**src/logic/mapper_cfg.svh**
```systemverilog
`ifndef MAPPER_CFG_SVH
`define MAPPER_CFG_SVH

// samples in one projection line
`define MAP_LINE_SIZE 64
// signed sample index, one bit wider than a buffer address
`define MAP_S_WIDTH 7

// accumulator is 8.8 fixed point
`define MAP_FRAC_BITS 8
`define MAP_ACCU_WIDTH 16

`define MAP_SAMPLE_WIDTH 16

// word address of the register and line buffer map
`define WB_ADR_WIDTH 7

`endif

```
**src/logic/bus_pkg.sv**
```systemverilog
`default_nettype none
`include "mapper_cfg.svh"

package bus_pkg;

    typedef logic [15:0] wb_word_t;

    // control, kick in bit 0 on write, busy in bit 0 on read
    localparam logic [`WB_ADR_WIDTH-1:0] ADR_CTRL = 7'd0;

    // start position and step, both 8.8 fixed point
    localparam logic [`WB_ADR_WIDTH-1:0] ADR_ACCU_INIT = 7'd1;
    localparam logic [`WB_ADR_WIDTH-1:0] ADR_ACCU_BASE = 7'd2;

    // pixels per job
    localparam logic [`WB_ADR_WIDTH-1:0] ADR_LENGTH = 7'd3;

    // upper half of the map is the line buffer, write only
    localparam logic [`WB_ADR_WIDTH-1:0] ADR_LINE_BASE = 7'd64;

endpackage

`default_nettype wire

```
**src/logic/map_types_pkg.sv**
```systemverilog
`default_nettype none
`include "mapper_cfg.svh"

package map_types_pkg;

    // one accumulator word, seen whole or split at the binary point
    typedef union packed {
        logic signed [`MAP_ACCU_WIDTH-1:0] raw;
        struct packed {
            // two's complement, so this field is already the floor
            logic signed [`MAP_ACCU_WIDTH-`MAP_FRAC_BITS-1:0] int_part;
            logic        [`MAP_FRAC_BITS-1:0]                 frac;
        } fields;
    } map_accu_t;

    typedef logic signed [`MAP_SAMPLE_WIDTH-1:0] sample_t;

    // in-range address into the line buffer
    typedef logic [$clog2(`MAP_LINE_SIZE)-1:0] s_index_t;

endpackage

`default_nettype wire

```
**src/logic/line_buffer.sv**
```systemverilog
`default_nettype none
`include "mapper_cfg.svh"

module line_buffer
    import map_types_pkg::*;
(
    input  wire           clk,
    input  wire           advance,
    input  wire           buf_we,
    input  wire s_index_t buf_wr_addr,
    input  wire sample_t  buf_wr_data,
    input  wire s_index_t rd_index,
    output sample_t       rd_sample
);

    sample_t mem [`MAP_LINE_SIZE];

    // host side
    always_ff @(posedge clk)
    begin
        if (buf_we)
        begin
            mem[buf_wr_addr] <= buf_wr_data;
        end
    end

    // mapping side, this register is the second pipeline stage
    always_ff @(posedge clk)
    begin
        if (advance)
        begin
            rd_sample <= mem[rd_index];
        end
    end

endmodule

`default_nettype wire

```
**src/logic/line_mapper.sv**
```systemverilog
`default_nettype none
`include "mapper_cfg.svh"

module line_mapper
    import map_types_pkg::*;
    import bus_pkg::*;
(
    input  wire                      clk,
    input  wire                      reset_n,
    input  wire                      wb_cyc,
    input  wire                      wb_stb,
    input  wire                      wb_we,
    input  wire [`WB_ADR_WIDTH-1:0]  wb_adr,
    input  wire wb_word_t            wb_dat_w,
    output wb_word_t                 wb_dat_r,
    output logic                     wb_ack,
    output sample_t                  map_sample,
    output logic                     map_valid,
    input  wire                      map_ready
);

    logic      advance;
    logic      job_kick;
    logic      start;
    logic      issue;
    logic      busy;
    logic      last_pixel;
    logic      pipe_empty;
    map_accu_t accu_init;
    map_accu_t accu_base;
    wb_word_t  map_length;
    logic      buf_we;
    s_index_t  buf_wr_addr;
    sample_t   buf_wr_data;
    s_index_t  rd_index;
    sample_t   rd_sample;

    // the whole pipe moves unless a valid sample is being held back
    assign advance = map_ready || !map_valid;

    wb_regs u_wb_regs (
        .clk         (clk),
        .reset_n     (reset_n),
        .wb_cyc      (wb_cyc),
        .wb_stb      (wb_stb),
        .wb_we       (wb_we),
        .wb_adr      (wb_adr),
        .wb_dat_w    (wb_dat_w),
        .wb_dat_r    (wb_dat_r),
        .wb_ack      (wb_ack),
        .busy        (busy),
        .job_kick    (job_kick),
        .accu_init   (accu_init),
        .accu_base   (accu_base),
        .map_length  (map_length),
        .buf_we      (buf_we),
        .buf_wr_addr (buf_wr_addr),
        .buf_wr_data (buf_wr_data)
    );

    line_buffer u_line_buffer (
        .clk         (clk),
        .advance     (advance),
        .buf_we      (buf_we),
        .buf_wr_addr (buf_wr_addr),
        .buf_wr_data (buf_wr_data),
        .rd_index    (rd_index),
        .rd_sample   (rd_sample)
    );

    map_accumulator u_map_accumulator (
        .clk        (clk),
        .reset_n    (reset_n),
        .start      (start),
        .issue      (issue),
        .advance    (advance),
        .accu_init  (accu_init),
        .accu_base  (accu_base),
        .rd_index   (rd_index),
        .rd_sample  (rd_sample),
        .pipe_empty (pipe_empty),
        .map_sample (map_sample),
        .map_valid  (map_valid)
    );

    pixel_counter u_pixel_counter (
        .clk        (clk),
        .reset_n    (reset_n),
        .start      (start),
        .issue      (issue),
        .map_length (map_length),
        .last_pixel (last_pixel)
    );

    mapper_fsm u_mapper_fsm (
        .clk        (clk),
        .reset_n    (reset_n),
        .job_kick   (job_kick),
        .advance    (advance),
        .last_pixel (last_pixel),
        .pipe_empty (pipe_empty),
        .start      (start),
        .issue      (issue),
        .busy       (busy)
    );

endmodule

`default_nettype wire

```
**src/logic/map_accumulator.sv**
```systemverilog
`default_nettype none
`include "mapper_cfg.svh"

module map_accumulator
    import map_types_pkg::*;
(
    input  wire             clk,
    input  wire             reset_n,
    input  wire             start,
    input  wire             issue,
    input  wire             advance,
    input  wire map_accu_t  accu_init,
    input  wire map_accu_t  accu_base,
    output s_index_t        rd_index,
    input  wire sample_t    rd_sample,
    output logic            pipe_empty,
    output sample_t         map_sample,
    output logic            map_valid
);

    map_accu_t pos;
    logic pos_oor;

    logic s1_valid;
    logic s1_oor;
    logic [`MAP_S_WIDTH-1:0] s1_s_val;

    logic s2_valid;
    logic s2_oor;

    // anything left of sample 0 or past the end of the line
    assign pos_oor = pos.fields.int_part < 0 || pos.fields.int_part >= `MAP_LINE_SIZE;

    always_ff @(posedge clk)
    begin
        if (!reset_n)
        begin
            s1_valid <= 1'b0;
            s2_valid <= 1'b0;
        end
        else if (advance)
        begin
            s1_valid <= issue;
            s2_valid <= s1_valid;
        end
    end

    always_ff @(posedge clk)
    begin
        if (start)
        begin
            pos <= accu_init;
        end
        else if (issue)
        begin
            // current position goes down the pipe before the step
            pos.raw <= pos.raw + accu_base.raw;
        end
        if (issue)
        begin
            s1_s_val <= pos.fields.int_part[`MAP_S_WIDTH-1:0];
            s1_oor <= pos_oor;
        end
        if (advance)
        begin
            s2_oor <= s1_oor;
        end
    end

    assign rd_index = s1_s_val[$bits(s_index_t)-1:0];

    assign map_sample = s2_oor ? '0 : rd_sample;
    assign map_valid = s2_valid;
    assign pipe_empty = !s1_valid && !s2_valid;

    s1_index_in_line: assert property (@(posedge clk) disable iff (!reset_n)
        s1_valid && !s1_oor |-> s1_s_val < `MAP_LINE_SIZE);

endmodule

`default_nettype wire

```
**src/logic/mapper_fsm.sv**
```systemverilog
`default_nettype none

module mapper_fsm
(
    input  wire  clk,
    input  wire  reset_n,
    input  wire  job_kick,
    input  wire  advance,
    input  wire  last_pixel,
    input  wire  pipe_empty,
    output logic start,
    output logic issue,
    output logic busy
);

    localparam logic [1:0] idle_s = 2'd0;
    localparam logic [1:0] mapping_s = 2'd1;
    localparam logic [1:0] drain_s = 2'd2;

    logic [1:0] state;
    logic [1:0] next_state;

    assign start = state == idle_s && job_kick;
    // one pixel per pipeline advance
    assign issue = state == mapping_s && advance;
    assign busy = state != idle_s;

    always_comb
    begin
        next_state = state;
        case (state)
            idle_s:
                if (job_kick)
                begin
                    // zero length skips straight to drain
                    next_state = last_pixel ? drain_s : mapping_s;
                end
            mapping_s:
                if (issue && last_pixel)
                begin
                    next_state = drain_s;
                end
            drain_s:
                if (pipe_empty)
                begin
                    next_state = idle_s;
                end
            default:
                next_state = idle_s;
        endcase
    end

    always_ff @(posedge clk)
    begin
        if (!reset_n)
        begin
            state <= idle_s;
        end
        else
        begin
            state <= next_state;
        end
    end

    // mapping ends with the last pixel, so no issue follows it
    no_issue_after_last: assert property (@(posedge clk) disable iff (!reset_n)
        issue && last_pixel |=> !issue);

endmodule

`default_nettype wire

```
**src/logic/pixel_counter.sv**
```systemverilog
`default_nettype none

module pixel_counter
    import bus_pkg::*;
(
    input  wire           clk,
    input  wire           reset_n,
    input  wire           start,
    input  wire           issue,
    input  wire wb_word_t map_length,
    output logic          last_pixel
);

    wb_word_t remaining;

    always_ff @(posedge clk)
    begin
        if (!reset_n)
        begin
            remaining <= '0;
        end
        else if (start)
        begin
            remaining <= map_length;
        end
        else if (issue)
        begin
            remaining <= remaining - 1'b1;
        end
    end

    // remaining is zero outside a job, so in idle this only flags a zero length
    assign last_pixel = remaining == 1 || map_length == 0;

endmodule

`default_nettype wire

```
**src/logic/wb_regs.sv**
```systemverilog
`default_nettype none
`include "mapper_cfg.svh"

module wb_regs
    import map_types_pkg::*;
    import bus_pkg::*;
(
    input  wire                      clk,
    input  wire                      reset_n,
    input  wire                      wb_cyc,
    input  wire                      wb_stb,
    input  wire                      wb_we,
    input  wire [`WB_ADR_WIDTH-1:0]  wb_adr,
    input  wire wb_word_t            wb_dat_w,
    output wb_word_t                 wb_dat_r,
    output logic                     wb_ack,
    input  wire                      busy,
    output logic                     job_kick,
    output map_accu_t                accu_init,
    output map_accu_t                accu_base,
    output wb_word_t                 map_length,
    output logic                     buf_we,
    output s_index_t                 buf_wr_addr,
    output sample_t                  buf_wr_data
);

    logic req;
    logic held;
    logic take;
    logic wr_take;
    logic in_window;

    assign req = wb_cyc && wb_stb;
    // new transfer only, never the tail of one already acked
    assign take = req && !wb_ack && !held;
    assign wr_take = take && wb_we;
    assign in_window = wb_adr >= ADR_LINE_BASE;

    // line buffer writes land on the same edge the ack is raised
    assign buf_we = wr_take && in_window;
    assign buf_wr_addr = wb_adr[$bits(s_index_t)-1:0];
    assign buf_wr_data = wb_dat_w;

    always_ff @(posedge clk)
    begin
        if (!reset_n)
        begin
            wb_ack <= 1'b0;
            held <= 1'b0;
            job_kick <= 1'b0;
        end
        else
        begin
            wb_ack <= take;
            // set after an ack, cleared once the master lets go
            held <= req && (held || wb_ack);
            job_kick <= wr_take && !busy && wb_adr == ADR_CTRL && wb_dat_w[0];
        end
    end

    // job registers stay frozen while a job runs
    always_ff @(posedge clk)
    begin
        if (!reset_n)
        begin
            accu_init <= '0;
            accu_base <= '0;
            map_length <= '0;
        end
        else if (wr_take && !busy)
        begin
            case (wb_adr)
                ADR_ACCU_INIT: accu_init.raw <= wb_dat_w;
                ADR_ACCU_BASE: accu_base.raw <= wb_dat_w;
                ADR_LENGTH:    map_length <= wb_dat_w;
                default:       ;
            endcase
        end
    end

    // read data lines up with the ack
    always_ff @(posedge clk)
    begin
        if (take)
        begin
            case (wb_adr)
                ADR_CTRL:      wb_dat_r <= wb_word_t'(busy);
                ADR_ACCU_INIT: wb_dat_r <= accu_init.raw;
                ADR_ACCU_BASE: wb_dat_r <= accu_base.raw;
                ADR_LENGTH:    wb_dat_r <= map_length;
                // line buffer window and holes read as zero
                default:       wb_dat_r <= '0;
            endcase
        end
    end

    ack_needs_stb: assert property (@(posedge clk) disable iff (!reset_n)
        $rose(wb_ack) |-> $past(wb_stb));

endmodule

`default_nettype wire

```
**config.mk**
```make
export PLATFORM = sky130hd
export DESIGN_NAME = line_mapper
export DESIGN_NICKNAME = d
export VERILOG_FILES = /design/src/logic/bus_pkg.sv /design/src/logic/map_types_pkg.sv /design/src/logic/line_buffer.sv /design/src/logic/line_mapper.sv /design/src/logic/map_accumulator.sv /design/src/logic/mapper_fsm.sv /design/src/logic/pixel_counter.sv /design/src/logic/wb_regs.sv
export VERILOG_INCLUDE_DIRS = /design/src /design/src/logic
export SDC_FILE = /design/constraint.sdc
export NUM_CORES = 1
export LEC_CHECK = 0
export BUFFER_PORTS_ARGS = -buffer_cell sky130_fd_sc_hd__clkbuf_2
export CAP_MARGIN = 10
export CORE_MARGIN = 10
export CORE_UTILIZATION = 65
export DETAILED_ROUTE_END_ITERATION = 12
export HOLD_SLACK_MARGIN = 0.15
export PLACE_DENSITY_LB_ADDON = 0.05
export SLEW_MARGIN = 40
export SYNTH_ARGS = -nofsm -noshare
export SYNTH_HDL_FRONTEND = slang
export SYNTH_SLANG_ARGS = --single-unit
```
**constraint.sdc**
```tcl
create_clock -name clk -period 9.8 [get_ports clk]
set_clock_uncertainty 0.1 [all_clocks]
set_input_delay 1.96 -clock clk [delete_from_list [all_inputs] [get_ports clk]]
set_output_delay 1.96 -clock clk [all_outputs]
set_load 0.02 [all_outputs]
```
==> summary.md <==
| Metric | Value |
|---|---|
| Final worst path period share | 0.429 |
| Pre-antenna DRT Iters | 6 |
| Slew Limit Fails | 0 |
| FILL cells | 3,930 |
| Core area | 68,800 sq um |
| DRC viols | 0 |
| Grt ovf | 0 |
| Synth cell types | 58 |
| Slowest-stage cell, CP | nor2_1 |
| CTS tree | built |
| Max Fclk | 0.238 GHz |
| Crit path max fanout | 19 |
| # rows | 96 |
| Post-cts hold buffer count | 0 |
| Final number of hold-violating endpoints | 0 |
| Worst-Skew Late Latency | 0.68 ns |
| WP buf/inv | 3 |
| GPL Wtd Cong | 0.884 |
| WP data required | 10.07 ns |
| Longest Clk Path Bufs | 3 |
| Crit path kind | primary input to flop |
| Worst path cell trace | clkbuf_2, nand2_1, nor3_2, buf_4, nand3_1, nor2_1, nand2_1, nor2_1, buf_4 |
| Post-CTS Setup Inserts | 0 |
| Worst setup EP type | flop |
| Antenna-violating nets left | 0 |
| Number of nets in the layout | 2,485 |
| Post-synthesis sequential area ratio | 0.748 |
| DPL Wire Length | 60,900 um |
| Global-route wire length before repair | 156,000 um |
| Worst EP arrival | 4.47 ns |
| Ys async rst share | 0 |
| CTS H-tree depth | 3 |
| Setup TNS | 0 ns |
| Post-CTS resize count | 0 |
| Yosys reg bits | 1,151 |
| Slowest stage delay, CP | 0.76 ns |
| Relative slew margins | 0.439 |
| Area used by multi-input combinational logic | 10,800 sq um |
| Cell area after synthesis | 45,200 sq um |
| FF+latch area | 33,900 sq um |
| Num CTS Buffers | 112 |
| Initial antenna violation count | 9 |
| Ys Warns | 0 |
| WL final | 106,000 um |
| RSZ-0062 raised after global routing | false |
| Syn nets | 2,318 |
| Synth top area share | 0.717 |
| Pwr/cell area | 196 nW/um^2 |
| Top delay family on crit path | simple AND/OR/NAND/NOR gates |
| Vias | 23,058 |
| Min-delay worst type | flop to flop |
| Pre-CTS setup slack | 4.96 ns |
| Total track usage | 0.263 |
| Status | complete, no violations |
| Leak | 16.6 nW |
| Port Buffers | 62 |
| Design Area, Final | 50,900 sq um |
| Number of global-route vias before repair | 22,976 |
| Slew @ Worst Pin | 0.841 ns |
| Nature of the critical path startpoint | primary input |
| Syn Area/Cell | 19.9 sq um |
| 1st-iter DRT viols | 2,768 |
| Root buf cell | clkbuf_16 |
| EDFF count, synth | 1,080 |
| Average wire per standard cell | 30.5 um |
| DR vias/cell | 6.65 |
| Sink Count | 1,151 |
| Final Setup Violations | 0 |
| MaxCap Viol Count | 0 |
| Most frequent cells in the layout | edfxtp_1 (1,080), mux4_2 (269), clkbuf_16 (117) |
| Num ports | 63 |
| Synth area leaders | edfxtp_1 (72%), mux4_2 (13%), dfxtp_1 (3.1%) |
| Fraction of layout cells with a size suffix above 1 | 0.252 |
| Tmin final | 4.20 ns |
| Die area | 80,600 sq um |
| Top FF cell, synth | edfxtp_1 |
| Post-synth top area cell | edfxtp_1 |
| Final WS setup | 5.60 ns |
| Clock transition at path regs | 0.06 ns |
| Peak VDD IR | 0.168 mV |
| Initial Util | 0.657 |
| Cell area after placement | 47,000 sq um |
| Commonest non-fill, non-tap cell in the layout | edfxtp_1 |
| Dpl cells | 3,252 |
| Final std cells w/o fill | 3,466 |
| Largest net degree at the start of global routing | 86 |
| Die W | 284 um |
| Die H | 284 um |
| Layout area overhead | 12.6% |
| Syn Inst Count | 2,271 |
==> sequential cells by signal, indices dropped and copies added, names as in the netlist <==
name / count
u_wb_regs.map_length: 16
u_mapper_fsm.state: 2
u_map_accumulator.pos: 16
u_wb_regs.held: 1
u_pixel_counter.remaining: 16
u_map_accumulator.s1_oor: 1
u_map_accumulator.s1_s_val: 6
u_wb_regs.accu_base: 16
u_wb_regs.wb_dat_r: 16
u_wb_regs.wb_ack: 1
u_map_accumulator.map_valid: 1
u_line_buffer.rd_sample: 16
u_map_accumulator.s2_oor: 1
u_wb_regs.accu_init: 16
u_map_accumulator.s1_valid: 1
u_line_buffer.mem: 1024
u_wb_regs.job_kick: 1
==> cell usage after synthesis (3+ instances only) <==
| cell type | instances |
|---|---|
| mux2i_1 | 100 |
| xnor2_1 | 6 |
| nor4_1 | 14 |
| nand3_1 | 15 |
| mux2_2 | 13 |
| or4_1 | 8 |
| a22oi_1 | 28 |
| o21ai_0 | 27 |
| dfxtp_1 | 71 |
| buf_2 | 34 |
| nor2b_1 | 67 |
| a221oi_1 | 8 |
| clkbuf_1 | 55 |
| or2_2 | 4 |
| a211o_1 | 3 |
| o311ai_0 | 4 |
| nand3b_1 | 5 |
| a211oi_1 | 4 |
| o22ai_1 | 41 |
| and3_1 | 3 |
| a22o_1 | 8 |
| edfxtp_1 | 1080 |
| nor2_1 | 100 |
| and2_1 | 5 |
| a21boi_0 | 24 |
| buf_1 | 7 |
| a21oi_1 | 34 |
| nand2b_1 | 8 |
| mux4_2 | 269 |
| nor3_1 | 18 |
| xor2_1 | 6 |
| a21o_1 | 10 |
| nand4_1 | 3 |
| inv_1 | 11 |
| ha_1 | 17 |
| nor3_4 | 3 |
| a222oi_1 | 4 |
| nand2_1 | 110 |
| buf_4 | 16 |
| o21a_1 | 4 |
| or3_1 | 3 |
==> area by class of cell <==
type | instances | area share
Clock inverter | 70 | 0.0162
Sequential cell | 1151 | 0.665
Clock buffer | 140 | 0.0594
Tap cell | 931 | 0.0229
Antenna cell | 1 | 0.0000491
Timing Repair Buffer | 169 | 0.0240
Inverter | 11 | 0.000811
Multi-Input combinational cell | 993 | 0.212
==> metal layers <==
| layer | global-route usage | part of all wire | up-vias |
|---|---|---|---|
| li1 | - | - | 9666 |
| met2 | 0.425 | 0.50 | 1156 |
| met5 | 0 | 0.00057 | - |
| met1 | 0.360 | 0.38 | 12023 |
| met3 | 0.0515 | 0.083 | 203 |
| met4 | 0.0863 | 0.032 | 10 |
==> metrics by stage <==
step	util	power, mW	hold WS [ns]
after floorplan	-	5.50	0.300
after global routing	0.740	10.2	0.354
final	0.740	9.96	0.351
after CTS	0.739	10.0	0.345
after detailed placement	0.683	5.60	0.330
after global placement	0.682	5.59	0.329
==> worst reg2reg max path, cell delays in order (launching register included) <==
cell,delay [ns]
edfxtp_1,0.61
buf_4,0.58
buf_4,0.79
mux4_2,0.49
mux2i_1,0.34
o22ai_1,0.23
or4_1,0.55
==> cell families after synthesis <==
family	share of synthesized area
flops	0.748
mux	0.159
simple gates	0.0402
compound gates	0.0312
buf+inv	0.0136
fa+ha+maj	0.00514
xor+xnor	0.00232
==> power breakdown <==
part | switching (mW) | leakage [nW] | total (mW) | internal (mW)
registers | 0.00151 | 10.3 | 5.37 | 5.37
clock network | 1.80 | 1.86 | 4.46 | 2.66
logic | 0.106 | 4.38 | 0.127 | 0.0208
total | 1.91 | 16.6 | 9.96 | 8.05
==> final timing paths <==
check | endpoint | slack, ns | from | cells after the start
worst max-delay path | u_line_buffer.mem[28][0] | 5.60 | wb_stb | 9
worst min-delay path | u_map_accumulator.s2_oor | 0.35 | u_map_accumulator.s1_oor | 0
worst max register to register | u_line_buffer.rd_sample[5] | 5.84 | u_map_accumulator.s1_s_val[1] | 6
worst min register to register | u_map_accumulator.s2_oor | 0.35 | u_map_accumulator.s1_oor | 0
Note: power is estimated with default switching activity, not from simulation.
